--- config.mk ---
export PLATFORM = sky130hd
export DESIGN_NAME = hello_regs_top
export DESIGN_NICKNAME = d
export VERILOG_FILES = /design/src/source/hello_reg_pkg.sv /design/src/source/ocl_bus_pkg.sv /design/src/source/hello_reg_bank.sv /design/src/source/hello_regs_top.sv /design/src/source/ocl_read_channel.sv /design/src/source/ocl_write_channel.sv /design/src/source/vled_status.sv
export SDC_FILE = /design/constraint.sdc
export NUM_CORES = 1
export LEC_CHECK = 0
export ABC_AREA = 0
export BUFFER_PORTS_ARGS = -buffer_cell sky130_fd_sc_hd__buf_2
export CAP_MARGIN = 10
export CORE_MARGIN = 1
export CORE_UTILIZATION = 47
export DETAILED_ROUTE_END_ITERATION = 16
export GPL_TIMING_DRIVEN = 0
export PLACE_DENSITY_LB_ADDON = 0.25
export REMOVE_ABC_BUFFERS = 1
export SLEW_MARGIN = 20
export SYNTH_ARGS = -nofsm -noshare
export SYNTH_HDL_FRONTEND = slang
export SYNTH_SLANG_ARGS = --single-unit
export TNS_END_PERCENT = 20
--- constraint.sdc ---
create_clock -name clk_main_a0 -period 2.35 [get_ports clk_main_a0]
set_input_delay 0.1175 -clock clk_main_a0 [delete_from_list [all_inputs] [get_ports clk_main_a0]]
set_output_delay 0.1175 -clock clk_main_a0 [all_outputs]
set_load 0.01 [all_outputs]
--- src/source/hello_reg_pkg.sv ---
package hello_reg_pkg;

  // ----------------------------------------------------------------------
  // Register map
  // ----------------------------------------------------------------------
  // Hello-world register reads back byte-swapped
  localparam logic [31:0] hello_world_addr = 32'h0000_0500;

  // Virtual LED register is a read only shadow
  localparam logic [31:0] vled_addr = 32'h0000_0504;

  // ----------------------------------------------------------------------
  // Widths and reset values
  // ----------------------------------------------------------------------
  // LED and DIP lanes
  localparam int vled_w = 16;

  // Hello-world contents out of reset
  localparam logic [31:0] hello_reset_val = 32'h0000_0000;

endpackage

--- src/source/ocl_bus_pkg.sv ---
package ocl_bus_pkg;

  // ----------------------------------------------------------------------
  // Bus widths
  // ----------------------------------------------------------------------
  localparam int addr_w = 32;
  localparam int data_w = 32;

  // Only OKAY is ever returned
  localparam logic [1:0] resp_okay = 2'b00;

  // ----------------------------------------------------------------------
  // Channel state machines
  // ----------------------------------------------------------------------
  // Write side
  typedef enum logic [1:0]
  {
    wr_idle,
    wr_data,
    wr_resp
  } wr_state_t;

  // Read side
  typedef enum logic [1:0]
  {
    rd_idle,
    rd_decode,
    rd_resp
  } rd_state_t;

endpackage

--- src/source/hello_reg_bank.sv ---
`timescale 1ns/10ps

module hello_reg_bank
(
  input  logic                             clk_main_a0,
  input  logic                             rst_main_n_sync,
  // Write strobe from the write channel
  input  logic                             reg_wr,
  input  logic [ocl_bus_pkg::addr_w-1:0]   reg_wr_addr,
  input  logic [ocl_bus_pkg::data_w-1:0]   reg_wr_data,
  // Register views
  output logic [ocl_bus_pkg::data_w-1:0]   hello_swapped,
  output logic [hello_reg_pkg::vled_w-1:0] vled_value
);

  logic [ocl_bus_pkg::data_w-1:0] hello_q;

  // ----------------------------------------------------------------------
  // Hello-world register
  // ----------------------------------------------------------------------
  // Writes elsewhere in the map are dropped here
  always_ff @(posedge clk_main_a0)
    if (!rst_main_n_sync)
      hello_q <= hello_reg_pkg::hello_reset_val;
    else if (reg_wr && (reg_wr_addr == hello_reg_pkg::hello_world_addr))
      hello_q <= reg_wr_data;

  // Byte order reversed on the way out
  assign hello_swapped = {hello_q[7:0], hello_q[15:8], hello_q[23:16], hello_q[31:24]};

  // ----------------------------------------------------------------------
  // Virtual LED shadow
  // ----------------------------------------------------------------------
  // Trails the low half by one cycle
  always_ff @(posedge clk_main_a0)
    if (!rst_main_n_sync)
      vled_value <= '0;
    else
      vled_value <= hello_q[hello_reg_pkg::vled_w-1:0];

endmodule

--- src/source/hello_regs_top.sv ---
`timescale 1ns/10ps

module hello_regs_top
(
  input  logic                             clk_main_a0,
  input  logic                             rst_main_n_sync,
  // Write address
  input  logic                             awvalid,
  input  logic [ocl_bus_pkg::addr_w-1:0]   awaddr,
  output logic                             awready,
  // Write data
  input  logic                             wvalid,
  input  logic [ocl_bus_pkg::data_w-1:0]   wdata,
  output logic                             wready,
  // Write response
  output logic                             bvalid,
  output logic [1:0]                       bresp,
  input  logic                             bready,
  // Read address
  input  logic                             arvalid,
  input  logic [ocl_bus_pkg::addr_w-1:0]   araddr,
  output logic                             arready,
  // Read data
  output logic                             rvalid,
  output logic [ocl_bus_pkg::data_w-1:0]   rdata,
  output logic [1:0]                       rresp,
  input  logic                             rready,
  // Status pins
  input  logic [hello_reg_pkg::vled_w-1:0] status_vdip,
  output logic [hello_reg_pkg::vled_w-1:0] status_vled
);

  // ----------------------------------------------------------------------
  // Internal wires
  // ----------------------------------------------------------------------
  // Write channel to bank
  logic                             reg_wr;
  logic [ocl_bus_pkg::addr_w-1:0]   reg_wr_addr;
  logic [ocl_bus_pkg::data_w-1:0]   reg_wr_data;

  // Bank to readers
  logic [ocl_bus_pkg::data_w-1:0]   hello_swapped;
  logic [hello_reg_pkg::vled_w-1:0] vled_value;

  // ----------------------------------------------------------------------
  // Bus side
  // ----------------------------------------------------------------------
  ocl_write_channel wr_chan_i
  (
    .clk_main_a0     (clk_main_a0),
    .rst_main_n_sync (rst_main_n_sync),
    .awvalid         (awvalid),
    .awaddr          (awaddr),
    .awready         (awready),
    .wvalid          (wvalid),
    .wdata           (wdata),
    .wready          (wready),
    .bvalid          (bvalid),
    .bresp           (bresp),
    .bready          (bready),
    .reg_wr          (reg_wr),
    .reg_wr_addr     (reg_wr_addr),
    .reg_wr_data     (reg_wr_data)
  );

  ocl_read_channel rd_chan_i
  (
    .clk_main_a0     (clk_main_a0),
    .rst_main_n_sync (rst_main_n_sync),
    .arvalid         (arvalid),
    .araddr          (araddr),
    .arready         (arready),
    .rvalid          (rvalid),
    .rdata           (rdata),
    .rresp           (rresp),
    .rready          (rready),
    .hello_swapped   (hello_swapped),
    .vled_value      (vled_value)
  );

  // ----------------------------------------------------------------------
  // Registers and LED status
  // ----------------------------------------------------------------------
  hello_reg_bank reg_bank_i
  (
    .clk_main_a0     (clk_main_a0),
    .rst_main_n_sync (rst_main_n_sync),
    .reg_wr          (reg_wr),
    .reg_wr_addr     (reg_wr_addr),
    .reg_wr_data     (reg_wr_data),
    .hello_swapped   (hello_swapped),
    .vled_value      (vled_value)
  );

  vled_status vled_status_i
  (
    .clk_main_a0     (clk_main_a0),
    .rst_main_n_sync (rst_main_n_sync),
    .status_vdip     (status_vdip),
    .vled_value      (vled_value),
    .status_vled     (status_vled)
  );

endmodule

--- src/source/ocl_read_channel.sv ---
`timescale 1ns/10ps

module ocl_read_channel
(
  input  logic                            clk_main_a0,
  input  logic                            rst_main_n_sync,
  // Read address
  input  logic                            arvalid,
  input  logic [ocl_bus_pkg::addr_w-1:0]  araddr,
  output logic                            arready,
  // Read data and response
  output logic                            rvalid,
  output logic [ocl_bus_pkg::data_w-1:0]  rdata,
  output logic [1:0]                      rresp,
  input  logic                            rready,
  // Register views from the bank
  input  logic [ocl_bus_pkg::data_w-1:0]  hello_swapped,
  input  logic [hello_reg_pkg::vled_w-1:0] vled_value
);

  ocl_bus_pkg::rd_state_t rd_state;
  ocl_bus_pkg::rd_state_t rd_state_nxt;

  logic [ocl_bus_pkg::addr_w-1:0] araddr_q;
  logic [ocl_bus_pkg::data_w-1:0] rd_value;

  // ----------------------------------------------------------------------
  // Handshake decode
  // ----------------------------------------------------------------------
  assign arready = (rd_state == ocl_bus_pkg::rd_idle);
  assign rvalid  = (rd_state == ocl_bus_pkg::rd_resp);

  // Only OKAY is returned
  assign rresp   = ocl_bus_pkg::resp_okay;

  // Address decode on the captured address
  always_comb
  begin
    if (araddr_q == hello_reg_pkg::hello_world_addr)
      rd_value = hello_swapped;
    else if (araddr_q == hello_reg_pkg::vled_addr)
      rd_value = {{(ocl_bus_pkg::data_w - hello_reg_pkg::vled_w){1'b0}}, vled_value};
    else
      // Unmapped reads give zero
      rd_value = '0;
  end

  // ----------------------------------------------------------------------
  // State machine
  // ----------------------------------------------------------------------
  always_comb
  begin
    rd_state_nxt = rd_state;
    case (rd_state)
      ocl_bus_pkg::rd_idle:
        if (arvalid)
          rd_state_nxt = ocl_bus_pkg::rd_decode;
      ocl_bus_pkg::rd_decode:
        rd_state_nxt = ocl_bus_pkg::rd_resp;
      ocl_bus_pkg::rd_resp:
        if (rready)
          rd_state_nxt = ocl_bus_pkg::rd_idle;
      default:
        rd_state_nxt = ocl_bus_pkg::rd_idle;
    endcase
  end

  always_ff @(posedge clk_main_a0)
    if (!rst_main_n_sync)
      rd_state <= ocl_bus_pkg::rd_idle;
    else
      rd_state <= rd_state_nxt;

  // Capture on the AR transfer
  always_ff @(posedge clk_main_a0)
    if (arvalid && arready)
      araddr_q <= araddr;

  // Read data loaded once and frozen while rready is low
  always_ff @(posedge clk_main_a0)
    if (rd_state == ocl_bus_pkg::rd_decode)
      rdata <= rd_value;

endmodule

--- src/source/ocl_write_channel.sv ---
`timescale 1ns/10ps

module ocl_write_channel
(
  input  logic                           clk_main_a0,
  input  logic                           rst_main_n_sync,
  // Write address
  input  logic                           awvalid,
  input  logic [ocl_bus_pkg::addr_w-1:0] awaddr,
  output logic                           awready,
  // Write data
  input  logic                           wvalid,
  input  logic [ocl_bus_pkg::data_w-1:0] wdata,
  output logic                           wready,
  // Write response
  output logic                           bvalid,
  output logic [1:0]                     bresp,
  input  logic                           bready,
  // Register write strobe
  output logic                           reg_wr,
  output logic [ocl_bus_pkg::addr_w-1:0] reg_wr_addr,
  output logic [ocl_bus_pkg::data_w-1:0] reg_wr_data
);

  ocl_bus_pkg::wr_state_t wr_state;
  ocl_bus_pkg::wr_state_t wr_state_nxt;

  // Address held between AW and W transfers
  logic [ocl_bus_pkg::addr_w-1:0] wr_addr_q;

  // ----------------------------------------------------------------------
  // Handshake decode
  // ----------------------------------------------------------------------
  // New address only when idle
  assign awready = (wr_state == ocl_bus_pkg::wr_idle);

  // Data accepted as soon as it shows up
  assign wready  = (wr_state == ocl_bus_pkg::wr_data) && wvalid;

  // Response pending until the master takes it
  assign bvalid  = (wr_state == ocl_bus_pkg::wr_resp);
  assign bresp   = ocl_bus_pkg::resp_okay;

  // One strobe per write on the W transfer edge
  assign reg_wr      = wready;
  assign reg_wr_addr = wr_addr_q;
  assign reg_wr_data = wdata;

  // ----------------------------------------------------------------------
  // State machine
  // ----------------------------------------------------------------------
  always_comb
  begin
    wr_state_nxt = wr_state;
    case (wr_state)
      ocl_bus_pkg::wr_idle:
        if (awvalid)
          wr_state_nxt = ocl_bus_pkg::wr_data;
      ocl_bus_pkg::wr_data:
        if (wvalid)
          wr_state_nxt = ocl_bus_pkg::wr_resp;
      ocl_bus_pkg::wr_resp:
        // Stays here under back-pressure
        if (bready)
          wr_state_nxt = ocl_bus_pkg::wr_idle;
      default:
        wr_state_nxt = ocl_bus_pkg::wr_idle;
    endcase
  end

  always_ff @(posedge clk_main_a0)
    if (!rst_main_n_sync)
      wr_state <= ocl_bus_pkg::wr_idle;
    else
      wr_state <= wr_state_nxt;

  // Latch on the AW transfer
  always_ff @(posedge clk_main_a0)
    if (awvalid && awready)
      wr_addr_q <= awaddr;

endmodule

--- src/source/vled_status.sv ---
`timescale 1ns/10ps

module vled_status
(
  input  logic                             clk_main_a0,
  input  logic                             rst_main_n_sync,
  input  logic [hello_reg_pkg::vled_w-1:0] status_vdip,
  input  logic [hello_reg_pkg::vled_w-1:0] vled_value,
  output logic [hello_reg_pkg::vled_w-1:0] status_vled
);

  // Two stage DIP synchronizer
  logic [hello_reg_pkg::vled_w-1:0] vdip_q;
  logic [hello_reg_pkg::vled_w-1:0] vdip_q2;

  // LED lanes gated by the switches
  logic [hello_reg_pkg::vled_w-1:0] vled_masked;

  // ----------------------------------------------------------------------
  // DIP input sync
  // ----------------------------------------------------------------------
  always_ff @(posedge clk_main_a0)
    if (!rst_main_n_sync)
    begin
      vdip_q  <= '0;
      vdip_q2 <= '0;
    end
    else
    begin
      vdip_q  <= status_vdip;
      vdip_q2 <= vdip_q;
    end

  // ----------------------------------------------------------------------
  // Masked LED output
  // ----------------------------------------------------------------------
  // A switch that is off darkens its LED
  assign vled_masked = vled_value & vdip_q2;

  // Output flop one cycle behind vled_value
  always_ff @(posedge clk_main_a0)
    if (!rst_main_n_sync)
      status_vled <= '0;
    else
      status_vled <= vled_masked;

endmodule

## After elaboration in Yosys (flattened, before gate mapping)

Cells that the tools add are included.

| storage, ports and cells | value |
|---|---|
| bits of input ports | 119 |
| bits in registers | 196 |

| cells by class | value |
|---|---|
| reduce and logical (&&, ||, !) cells | 8 |
| bitwise gates (word level) | 1 |
| equal/unequal tests | 12 |
| multiplexer cells | 9 |

Operators with widths:

| cell | count |
|---|---|
| $eq 32x11->1 const B | 3 |
| $mux 32 | 1 |
| $and 16x16->16 | 1 |
| $mux 16 | 1 |
| $pmux 2 s3 | 2 |
| $mux 2 | 5 |
| $ne 2x2->1 const B | 3 |
| $eq 2x1->1 const B | 2 |
| $eq 2x2->1 const B | 2 |
| $logic_and 1x1->1 | 4 |
| $logic_not 2->1 | 2 |
| $ne 2x1->1 const B | 2 |
| $reduce_and 3->1 | 1 |
| $reduce_and 2->1 | 1 |

## Depth between registers and ports, before layout

Gate-level depths: netlist of run 1.

| depth | value |
|---|---|
| word-level depth | 3 |
| mapped depth | 7 |

## By module

From an unflattened synthesis of run 1, not the netlist that was laid out.

| unflattened totals | value |
|---|---|
| cells, all modules | 524 |
| area, all modules | 7233.2 um^2 |

By module, submodules not included:

| module | sequential area each (um^2) | area each (um^2) | instances | cells each |
|---|---|---|---|---|
| ocl_read_channel | 1961.9 | 2845.2 | 1 | 161 |
| hello_reg_bank | 960.9 | 1755.4 | 1 | 182 |
| ocl_write_channel | 1001.0 | 1331.3 | 1 | 80 |
| vled_status | 960.9 | 1301.2 | 1 | 101 |

## Worst setup path after synthesis of run 1

No wires, ideal clock.

| timing path | value |
|---|---|
| kind | reg-to-reg |
| start | reg rd_chan_i.rd_state[0] |
| end | reg rd_chan_i.rdata[0] in the netlist's numbering, enable pin |
| setup time | 0.426 ns |
| required time | 1.924 ns |
| period minus slack after synthesis | 2.255 ns |
| stages on the path, launching flop included | 2 |
| path slack | 0.095 ns |
| arrival | 1.829 ns |
| path through | dfxtp_1 > nor2b_1 |

| on the way | value |
|---|---|
| word-level cells in the longest chain between the ends | 1 |

RTL lines:

| item | RTL line | text |
|---|---|---|
| start, declared | ocl_read_channel.sv:21 | `ocl_bus_pkg::rd_state_t rd_state;` |
| start signal, assigned | ocl_read_channel.sv:70 | `rd_state <= ocl_bus_pkg::rd_idle;` |
| start signal, assigned | ocl_read_channel.sv:72 | `rd_state <= rd_state_nxt;` |
| $eq 2x1->1 | ocl_read_channel.sv:81 | `if (rd_state == ocl_bus_pkg::rd_decode)` |
| end signal, assigned | ocl_read_channel.sv:82 | `rdata <= rd_value;` |
| end, declared | ocl_read_channel.sv:13 | `output logic [ocl_bus_pkg::data_w-1:0] rdata,` |

Every way passes these cells.
A chain may end at the register's enable or synchronous reset.

## Final worst setup path of run 1

| timing path | value |
|---|---|
| start | reg wr_chan_i.wr_addr_q, in the netlist wr_chan_i.reg_wr_addr[13] |
| end | reg reg_bank_i.hello_q[9] in the netlist's numbering |

| on the way | value |
|---|---|
| word-level cells in the longest chain between the ends | 2 |

RTL lines:

| item | RTL line | text |
|---|---|---|
| start, declared | ocl_write_channel.sv:29 | `logic [ocl_bus_pkg::addr_w-1:0] wr_addr_q;` |
| start signal, assigned | ocl_write_channel.sv:80 | `wr_addr_q <= awaddr;` |
| $eq 32x11->1 | hello_reg_bank.sv:25 | `else if (reg_wr && (reg_wr_addr == hello_reg_pkg::hello_world_addr))` |
| $logic_and 1x1->1 | hello_reg_bank.sv:25 |  |
| end signal, assigned | hello_reg_bank.sv:24 | `hello_q <= hello_reg_pkg::hello_reset_val;` |
| end signal, assigned | hello_reg_bank.sv:26 | `hello_q <= reg_wr_data;` |
| end, declared | hello_reg_bank.sv:16 | `logic [ocl_bus_pkg::data_w-1:0] hello_q;` |

Every way passes these cells.

==> results.py, run 1 <==
metrics = {
    "logic_synthesis": {
        "yosys-top-cells-area": "edfxtp_1, dfxtp_1, mux2i_1",
        "netlist_area_um2": 6660,
        "synth_compound_area_share_pct": 3.16,
        "avgSynthCellArea_um2": 13.8,
        "synth_flop_cell": "dfxtp_1",
        "synth_seq_cells": 196,
        "synth_cells": 481,
        "yosysSeqAreaShare_pct": 73.4,
        "synth_cell_types": 29,
        "synth-simple-area-share_pct": 15.2,
        "synth_top_area_share_pct": 43.3,
        "synth_top_family_by_area": "simple AND/OR/NAND/NOR gates",
        "synthXorXnorAreaFrac_pct": 0,
        "synth_edf_count": 96,
        "ys_async_sr_fraction_pct": 0,
        "synth.area.mux_share_pct": 4.96,
        "yosysWarnings": 0,
        "yosys.area_share.adder_pct": 0,
        "synth_top_area_cell": "edfxtp_1",
    },
    "cts": {
        "root_buffer": "clkbuf_16",
        "cts_sinks": 196,
        "cts_made_buffers": 17,
        "clkLatencyLatePin_ns": 0.43,
        "cts_tree": "yes",
        "clockBufferDepth": 2,
        "h-tree-depth": 4,
        "cts.clk_slew.worst_paths_ns": 0.07,
    },
    "cells_and_area": {
        "multi_input_area_um2": 1590,
        "antennaDiodeCount": 0,
        "fin_util_pct": 68.3,
        "final_cells": 958,
        "finish.instance_area_um2": 9440,
        "drive_gt1_share_pct": 27.8,
        "fin_nets": 884,
        "areaGrowthSynthToFinish_pct": 41.8,
        "fillCellCount": 987,
        "register_area_um2": 4880,
    },
    "sta": {
        "finalWorstSetupSlack_ns": 0.225,
        "rsz0062_at_grt": "false",
        "post-route-period-util_pct": 90.4,
        "hold_viol": 0,
        "finalCriticalPeriod_ns": 2.13,
        "maxSlewHeadroom_pct": 30.7,
        "finClkSkew_ns": 0.0134,
        "worstMarginPinSlew_ns": 1.04,
        "max_freq_mhz": 471,
        "finalSetupViolCount": 0,
        "finalMaxSlewViolations": 0,
    },
    "route": {
        "dr.pass1.iters": 5,
        "post_drt_wl_per_cell_um": 16.0,
        "drt_first_iter_violations": 225,
        "drc": 0,
        "vias_per_cell": 4.85,
        "antenna_left": 0,
        "routed_wl_um": 15400,
        "vias": 4651,
    },
    "min_path": {
        "whs_path_depth": 4,
        "min_to": "wr_chan_i.wr_state[0]",
        "hold_class": "primary input to flip-flop",
        "min_from": "wvalid",
    },
    "flow_run": {
        "cap_violations": 0,
    },
    "floorplanning": {
        "start_util_pct": 48.2,
        "die_h_um": 121,
        "dieWidth_um": 121,
        "core_um2": 13800,
        "rows": 43,
        "die-area_um2": 14600,
        "io_pins": 176,
    },
    "place": {
        "pre_cts_slack_ns": -0.266,
        "dp_hpwl_um": 9080,
        "dp.cells": 808,
        "placedInstanceArea_um2": 7680,
        "gp_congestion": 0.714,
        "portBuffers": 171,
    },
    "global_route": {
        "grt_pass1_vias": 4901,
        "grt_pass1_wl_um": 23700,
        "antenna_found_initial": 0,
        "grt_max_degree": 83,
        "grt_usage_pct": 21.8,
        "grt.overflow.total": 0,
    },
    "critical_path": {
        "cp_max_fo": 17,
        "critPathCaptureType": "flip-flop",
        "r2r-end": "reg_bank_i.hello_q[9]",
        "reg2reg_depth": 5,
        "regToRegStartpoint": "wr_chan_i.reg_wr_addr[13]",
        "path_class": "flip-flop to flip-flop",
        "worstPathRequired_ns": 2.70,
        "r2r_slack_ns": 0.22,
        "arrival_ns": 2.48,
        "start_kind": "flip-flop",
    },
    "power_and_ir_drop": {
        "cellPowerDensity_nw_per_um2": 749,
        "irDropWorstVdd_uv": 456,
        "power.leakage_nw": 3.91,
    },
    "status": {
        "status": "complete, no violations",
    },
}
==> cells by family after synthesis <==
family	Yosys count
AOI/OAI and AO/OA	34
buffers and inverters	50
DFF	196
muxes	33
other	1
and+or+nand+nor	167
==> power breakdown <==
| group | switching, W | leakage (nW) | internal [W] |
|---|---|---|---|
| registers | 0.0000567 | 1.70 | 0.00373 |
| logic | 0.000195 | 1.94 | 0.000263 |
| clock network | 0.00119 | 0.271 | 0.00163 |
==> layer usage <==
metal / GRT usage, % / routed length [um] / share of wire (%) / vias up
met5: 0 / 0 / 0 / -
met4: 8.95 / 275 / 1.8 / 0
met3: 4.84 / 715 / 4.7 / 22
met2: 40.5 / 8200 / 53 / 151
met1: 23.8 / 6170 / 40 / 2216
li1: - / - / - / 2262
==> cell usage in the layout, fill, tap and decap left out, drive strengths merged <==
cell type	n
nand2	33
clkinv	3
dfxtp	100
buf	176
nor2	20
and3	18
and2	51
o31ai	16
and4	1
nand4	19
clkinvlp	3
conb	4
nand3	1
inv	20
mux2i	33
or2	1
and3b	1
dlygate4sd3	116
nor3	4
nor4b	2
nor2b	3
clkbuf	24
edfxtp	96
nor4	12
bufinv	2
nor4bb	1
a21oi	18
==> worst max-delay path, stage by stage, from the launching register on <==
cell and delay [ns]:
edfxtp_1 0.38, nor4bb_1 0.48, nand2_2 0.40, nor3_4 0.35, buf_4 0.23, mux2i_1 0.20
==> layout make-up <==
type	count	share of cell area [%]
Multi-Input combinational cell	238	16.9
Tap cell	180	2.39
Clock inverter	8	1.09
Sequential cell	196	51.7
Clock buffer	24	5.00
Timing Repair Buffer	292	22.1
Inverter	20	0.795
==> what timing repair did <==
action,in CTS,in global routing
resized for setup,0,2
endpoints found under the hold margin,116,0
setup endpoints to repair,16,16
hold buffers,116,0
buffers inserted,2,0
pin swaps,1,0
==> how the worst max path moves through the flow <==
stage / to / from / cells past startpoint / slack (ns)
2_1_floorplan: rd_chan_i.rdata[0] / rd_chan_i.rd_state[0] / 1 / 0.09
3_3_place_gp: rd_chan_i.rdata[20] / rd_chan_i.rd_state[0] / 1 / -0.80
3_5_place_dp: reg_bank_i.hello_q[1] / wr_chan_i.reg_wr_addr[11] / 5 / -0.27
4_1_cts: reg_bank_i.hello_q[2] / wr_chan_i.reg_wr_addr[11] / 5 / 0.17
5_1_grt: reg_bank_i.hello_q[2] / wr_chan_i.reg_wr_addr[13] / 5 / 0.06
6_report: reg_bank_i.hello_q[9] / wr_chan_i.reg_wr_addr[13] / 5 / 0.22
==> synth_stat cells (2+ instances only) <==
cell type / number
dfxtp_1: 100
edfxtp_1: 96
and2_1: 51
mux2i_1: 33
nand2_1: 33
clkbuf_1: 21
nor2_1: 20
inv_1: 19
a21oi_1: 18
and3_1: 18
nand4_1: 18
o31ai_1: 16
nor4_1: 8
buf_2: 4
buf_4: 4
nor4_4: 4
nor2b_1: 3
nor3_1: 3
nor4b_1: 2
==> per-stage QoR <==
step,hold slack [ns],total power [W],TNS (ns)
2_1_floorplan,0.216,0.00396,0
3_3_place_gp,0.294,0.00414,-42.35
3_5_place_dp,0.296,0.00416,-2.41
4_1_cts,0.0393,0.00709,0
5_1_grt,0.167,0.00729,0
6_report,0.147,0.00707,0
==> flip-flops by register name, indices dropped and copies added (netlist names) <==
| signal | flops |
|---|---|
| vled_status_i.vdip_q | 16 |
| wr_chan_i.reg_wr_addr | 32 |
| reg_bank_i.vled_value | 16 |
| reg_bank_i.hello_q | 32 |
| wr_chan_i.wr_state | 2 |
| rd_chan_i.araddr_q | 32 |
| vled_status_i.vdip_q2 | 16 |
| vled_status_i.status_vled | 16 |
| rd_chan_i.rd_state | 2 |
| rd_chan_i.rdata | 32 |
(Power assumes the default switching activity.)
==> run 2: changes to the inputs <==
--- a/config.mk
+++ b/config.mk
@@ -9,10 +9,9 @@
 export BUFFER_PORTS_ARGS = -buffer_cell sky130_fd_sc_hd__buf_2
 export CAP_MARGIN = 10
-export CORE_MARGIN = 1
+export CORE_MARGIN = 3
 export CORE_UTILIZATION = 47
 export DETAILED_ROUTE_END_ITERATION = 16
 export GPL_TIMING_DRIVEN = 0
 export PLACE_DENSITY_LB_ADDON = 0.25
-export REMOVE_ABC_BUFFERS = 1
 export SLEW_MARGIN = 20
 export SYNTH_ARGS = -nofsm -noshare
==> constraint.sdc (replaced) <==
create_clock -name clk_main_a0 -period 2.35 [get_ports clk_main_a0]
set_input_delay 0.47 -clock clk_main_a0 [delete_from_list [all_inputs] [get_ports clk_main_a0]]
set_output_delay 0.47 -clock clk_main_a0 [all_outputs]
set_load 0.01 [all_outputs]
==> results.py, run 2 (synthesis gave the netlist of run 1 again) <==
metrics = {
    "status": {
        "status": "complete, no violations",
    },
    "global_route": {
        "grt_pass1_wl_um": 22000,
        "grt_pass1_vias": 4322,
        "grt_max_degree": 33,
        "grt_usage_pct": 18.2,
        "antenna_found_initial": 0,
        "grt.overflow.total": 0,
    },
    "sta": {
        "finalMaxSlewViolations": 0,
        "maxSlewHeadroom_pct": 51.6,
        "hold_viol": 0,
        "max_freq_mhz": 468,
        "finalSetupViolCount": 0,
        "post-route-period-util_pct": 90.9,
        "timing.hold.ws_ns": 0.216,
        "finalCriticalPeriod_ns": 2.14,
        "worstMarginPinSlew_ns": 0.725,
        "finClkSkew_ns": 0.00626,
        "rsz0062_at_grt": "false",
        "finalWorstSetupSlack_ns": 0.213,
    },
    "cts": {
        "cts_tree": "yes",
        "cts.clk_slew.worst_paths_ns": 0.07,
        "clockBufferDepth": 2,
        "cts_made_buffers": 17,
        "clkLatencyLatePin_ns": 0.42,
        "cts_sinks": 196,
        "root_buffer": "clkbuf_16",
        "h-tree-depth": 4,
        "cts_setup_buffers": 0,
        "ctsHoldBuffers": 0,
    },
    "cells_and_area": {
        "antennaDiodeCount": 0,
        "areaGrowthSynthToFinish_pct": 25.5,
        "fin_nets": 793,
        "drive_gt1_share_pct": 32.6,
        "fillCellCount": 1108,
        "final_common_cell": "buf_2",
        "final_cell_mix": "buf_2, dfxtp_1, edfxtp_1, and2_1",
    },
    "power_and_ir_drop": {
        "p_comb_share_pct": 4.6,
        "p_int_w": 0.00536,
        "power.leakage_nw": 3.49,
        "irDropWorstVdd_uv": 473,
        "switching_share_pct": 22.1,
        "cellPowerDensity_nw_per_um2": 823,
        "p_clk_share_pct": 40.5,
        "power.net_switching_w": 0.00152,
        "seq_power_share_pct": 54.9,
    },
    "flow_run": {
        "cap_violations": 0,
    },
    "min_path": {
        "whs_path_depth": 1,
        "hold_class": "primary input to flip-flop",
    },
    "place": {
        "pre_cts_slack_ns": 0.0881,
        "dp_hpwl_um": 10600,
        "gp_congestion": 0.837,
        "portBuffers": 170,
    },
    "critical_path": {
        "cp_max_fo": 10,
        "arrival_ns": 2.49,
        "start_kind": "flip-flop",
        "cp.depth": 5,
        "reg2reg_depth": 5,
        "worst_path_max_delay_cell": "nor3_4",
        "worstPathRequired_ns": 2.70,
        "crit_chain": "nor4_1 -> nand3_2 -> nor3_4 -> buf_8 -> mux2i_1",
        "cp_top_family": "simple AND/OR/NAND/NOR gates",
        "cp_num_buf_inv": 1,
        "path_class": "flip-flop to flip-flop",
        "critPathCaptureType": "flip-flop",
        "worst_path_largest_cell_delay_ns": 0.51,
    },
    "floorplanning": {
        "die_h_um": 125,
        "start_util_pct": 49.1,
        "core_um2": 13600,
        "dieWidth_um": 125,
        "io_pins": 176,
        "die-area_um2": 15600,
        "rows": 42,
    },
    "route": {
        "post_drt_wl_per_cell_um": 16.3,
        "routed_wl_um": 14000,
        "vias_per_cell": 4.86,
        "vias": 4190,
        "dr.pass1.iters": 4,
        "antenna_left": 0,
        "drt_first_iter_violations": 224,
        "drc": 0,
    },
}
## run 2: changes by cell type in the layout (fill, tap and decap cells not counted), sizes merged
cell         previous run  this run
bufinv                  2         0
dlygate4sd3           116         0
buf                   176       180
clkinv                  3         5
clkbuf                 24        40
inv                    20        28
clkinvlp                3         0
## run 2: cell type report
cell class | count | area, um^2 | area share, %
flip-flops and latches | 196 | 4880 | 58.5
multi-input cells | 238 | 1580 | 18.9
repair buffers | 171 | 878 | 10.5
clock buffers | 19 | 464 | 5.55
well taps | 176 | 220 | 2.64
plain buffers | 30 | 144 | 1.72
clock inverters | 13 | 109 | 1.30
inverters | 20 | 75.1 | 0.898
## run 2: per-stage QoR
step | cell area (um^2) | util, % | TNS (ns) | instances | power (W)
after CTS | 8350 | 61.6 | 0 | 863 | 0.00693
after global routing | 8360 | 61.6 | 0 | 863 | 0.00712
final | 8360 | 61.6 | 0 | 863 | 0.00688
after floorplan | 6670 | - | 0 | 484 | 0.00399
after detailed placement | 7780 | 57.4 | 0 | 831 | 0.00418
after global placement | 7740 | 57.1 | -20.84 | 830 | 0.00415
## run 2: worst reg2reg max path: stages (launching register included)
cell and delay [ns]:
edfxtp_1 0.37, nor4_1 0.45, nand3_2 0.31, nor3_4 0.51
buf_8 0.24, mux2i_1 0.20
## run 2: repair_timing
item / CTS / global route
endpoints found under the hold margin: 0 / 0
gates resized for setup: 0 / 1
setup endpoints to repair: 0 / 10
## run 2: path summary, 6_finish.rpt
path / from / endpoint / slack, ns
hold reg to reg: vled_status_i.vdip_q[11] / vled_status_i.vdip_q2[11] / 0.43
setup reg to reg: wr_chan_i.reg_wr_addr[18] / reg_bank_i.hello_q[13] / 0.21
hold / removal: araddr[5] / rd_chan_i.araddr_q[5] / 0.22
setup / recovery: wr_chan_i.reg_wr_addr[18] / reg_bank_i.hello_q[13] / 0.21
## run 2: power by group through the flow
stage / combinational (W) / sequential (W) / clock (W)
floorplan: 0.000126 / 0.00386 / 0
global placement: 0.000301 / 0.00385 / 0
detailed placement: 0.000321 / 0.00386 / 0
CTS: 0.000323 / 0.00378 / 0.00282
global route: 0.000353 / 0.00379 / 0.00298
finish: 0.000317 / 0.00378 / 0.00278
## run 2: layer usage
layer | wire length, um | global-route usage, %
met5 | 0 | 0
met4 | 148 | 6.44
met3 | 867 | 4.69
met2 | 6990 | 30.0
met1 | 6020 | 23.5
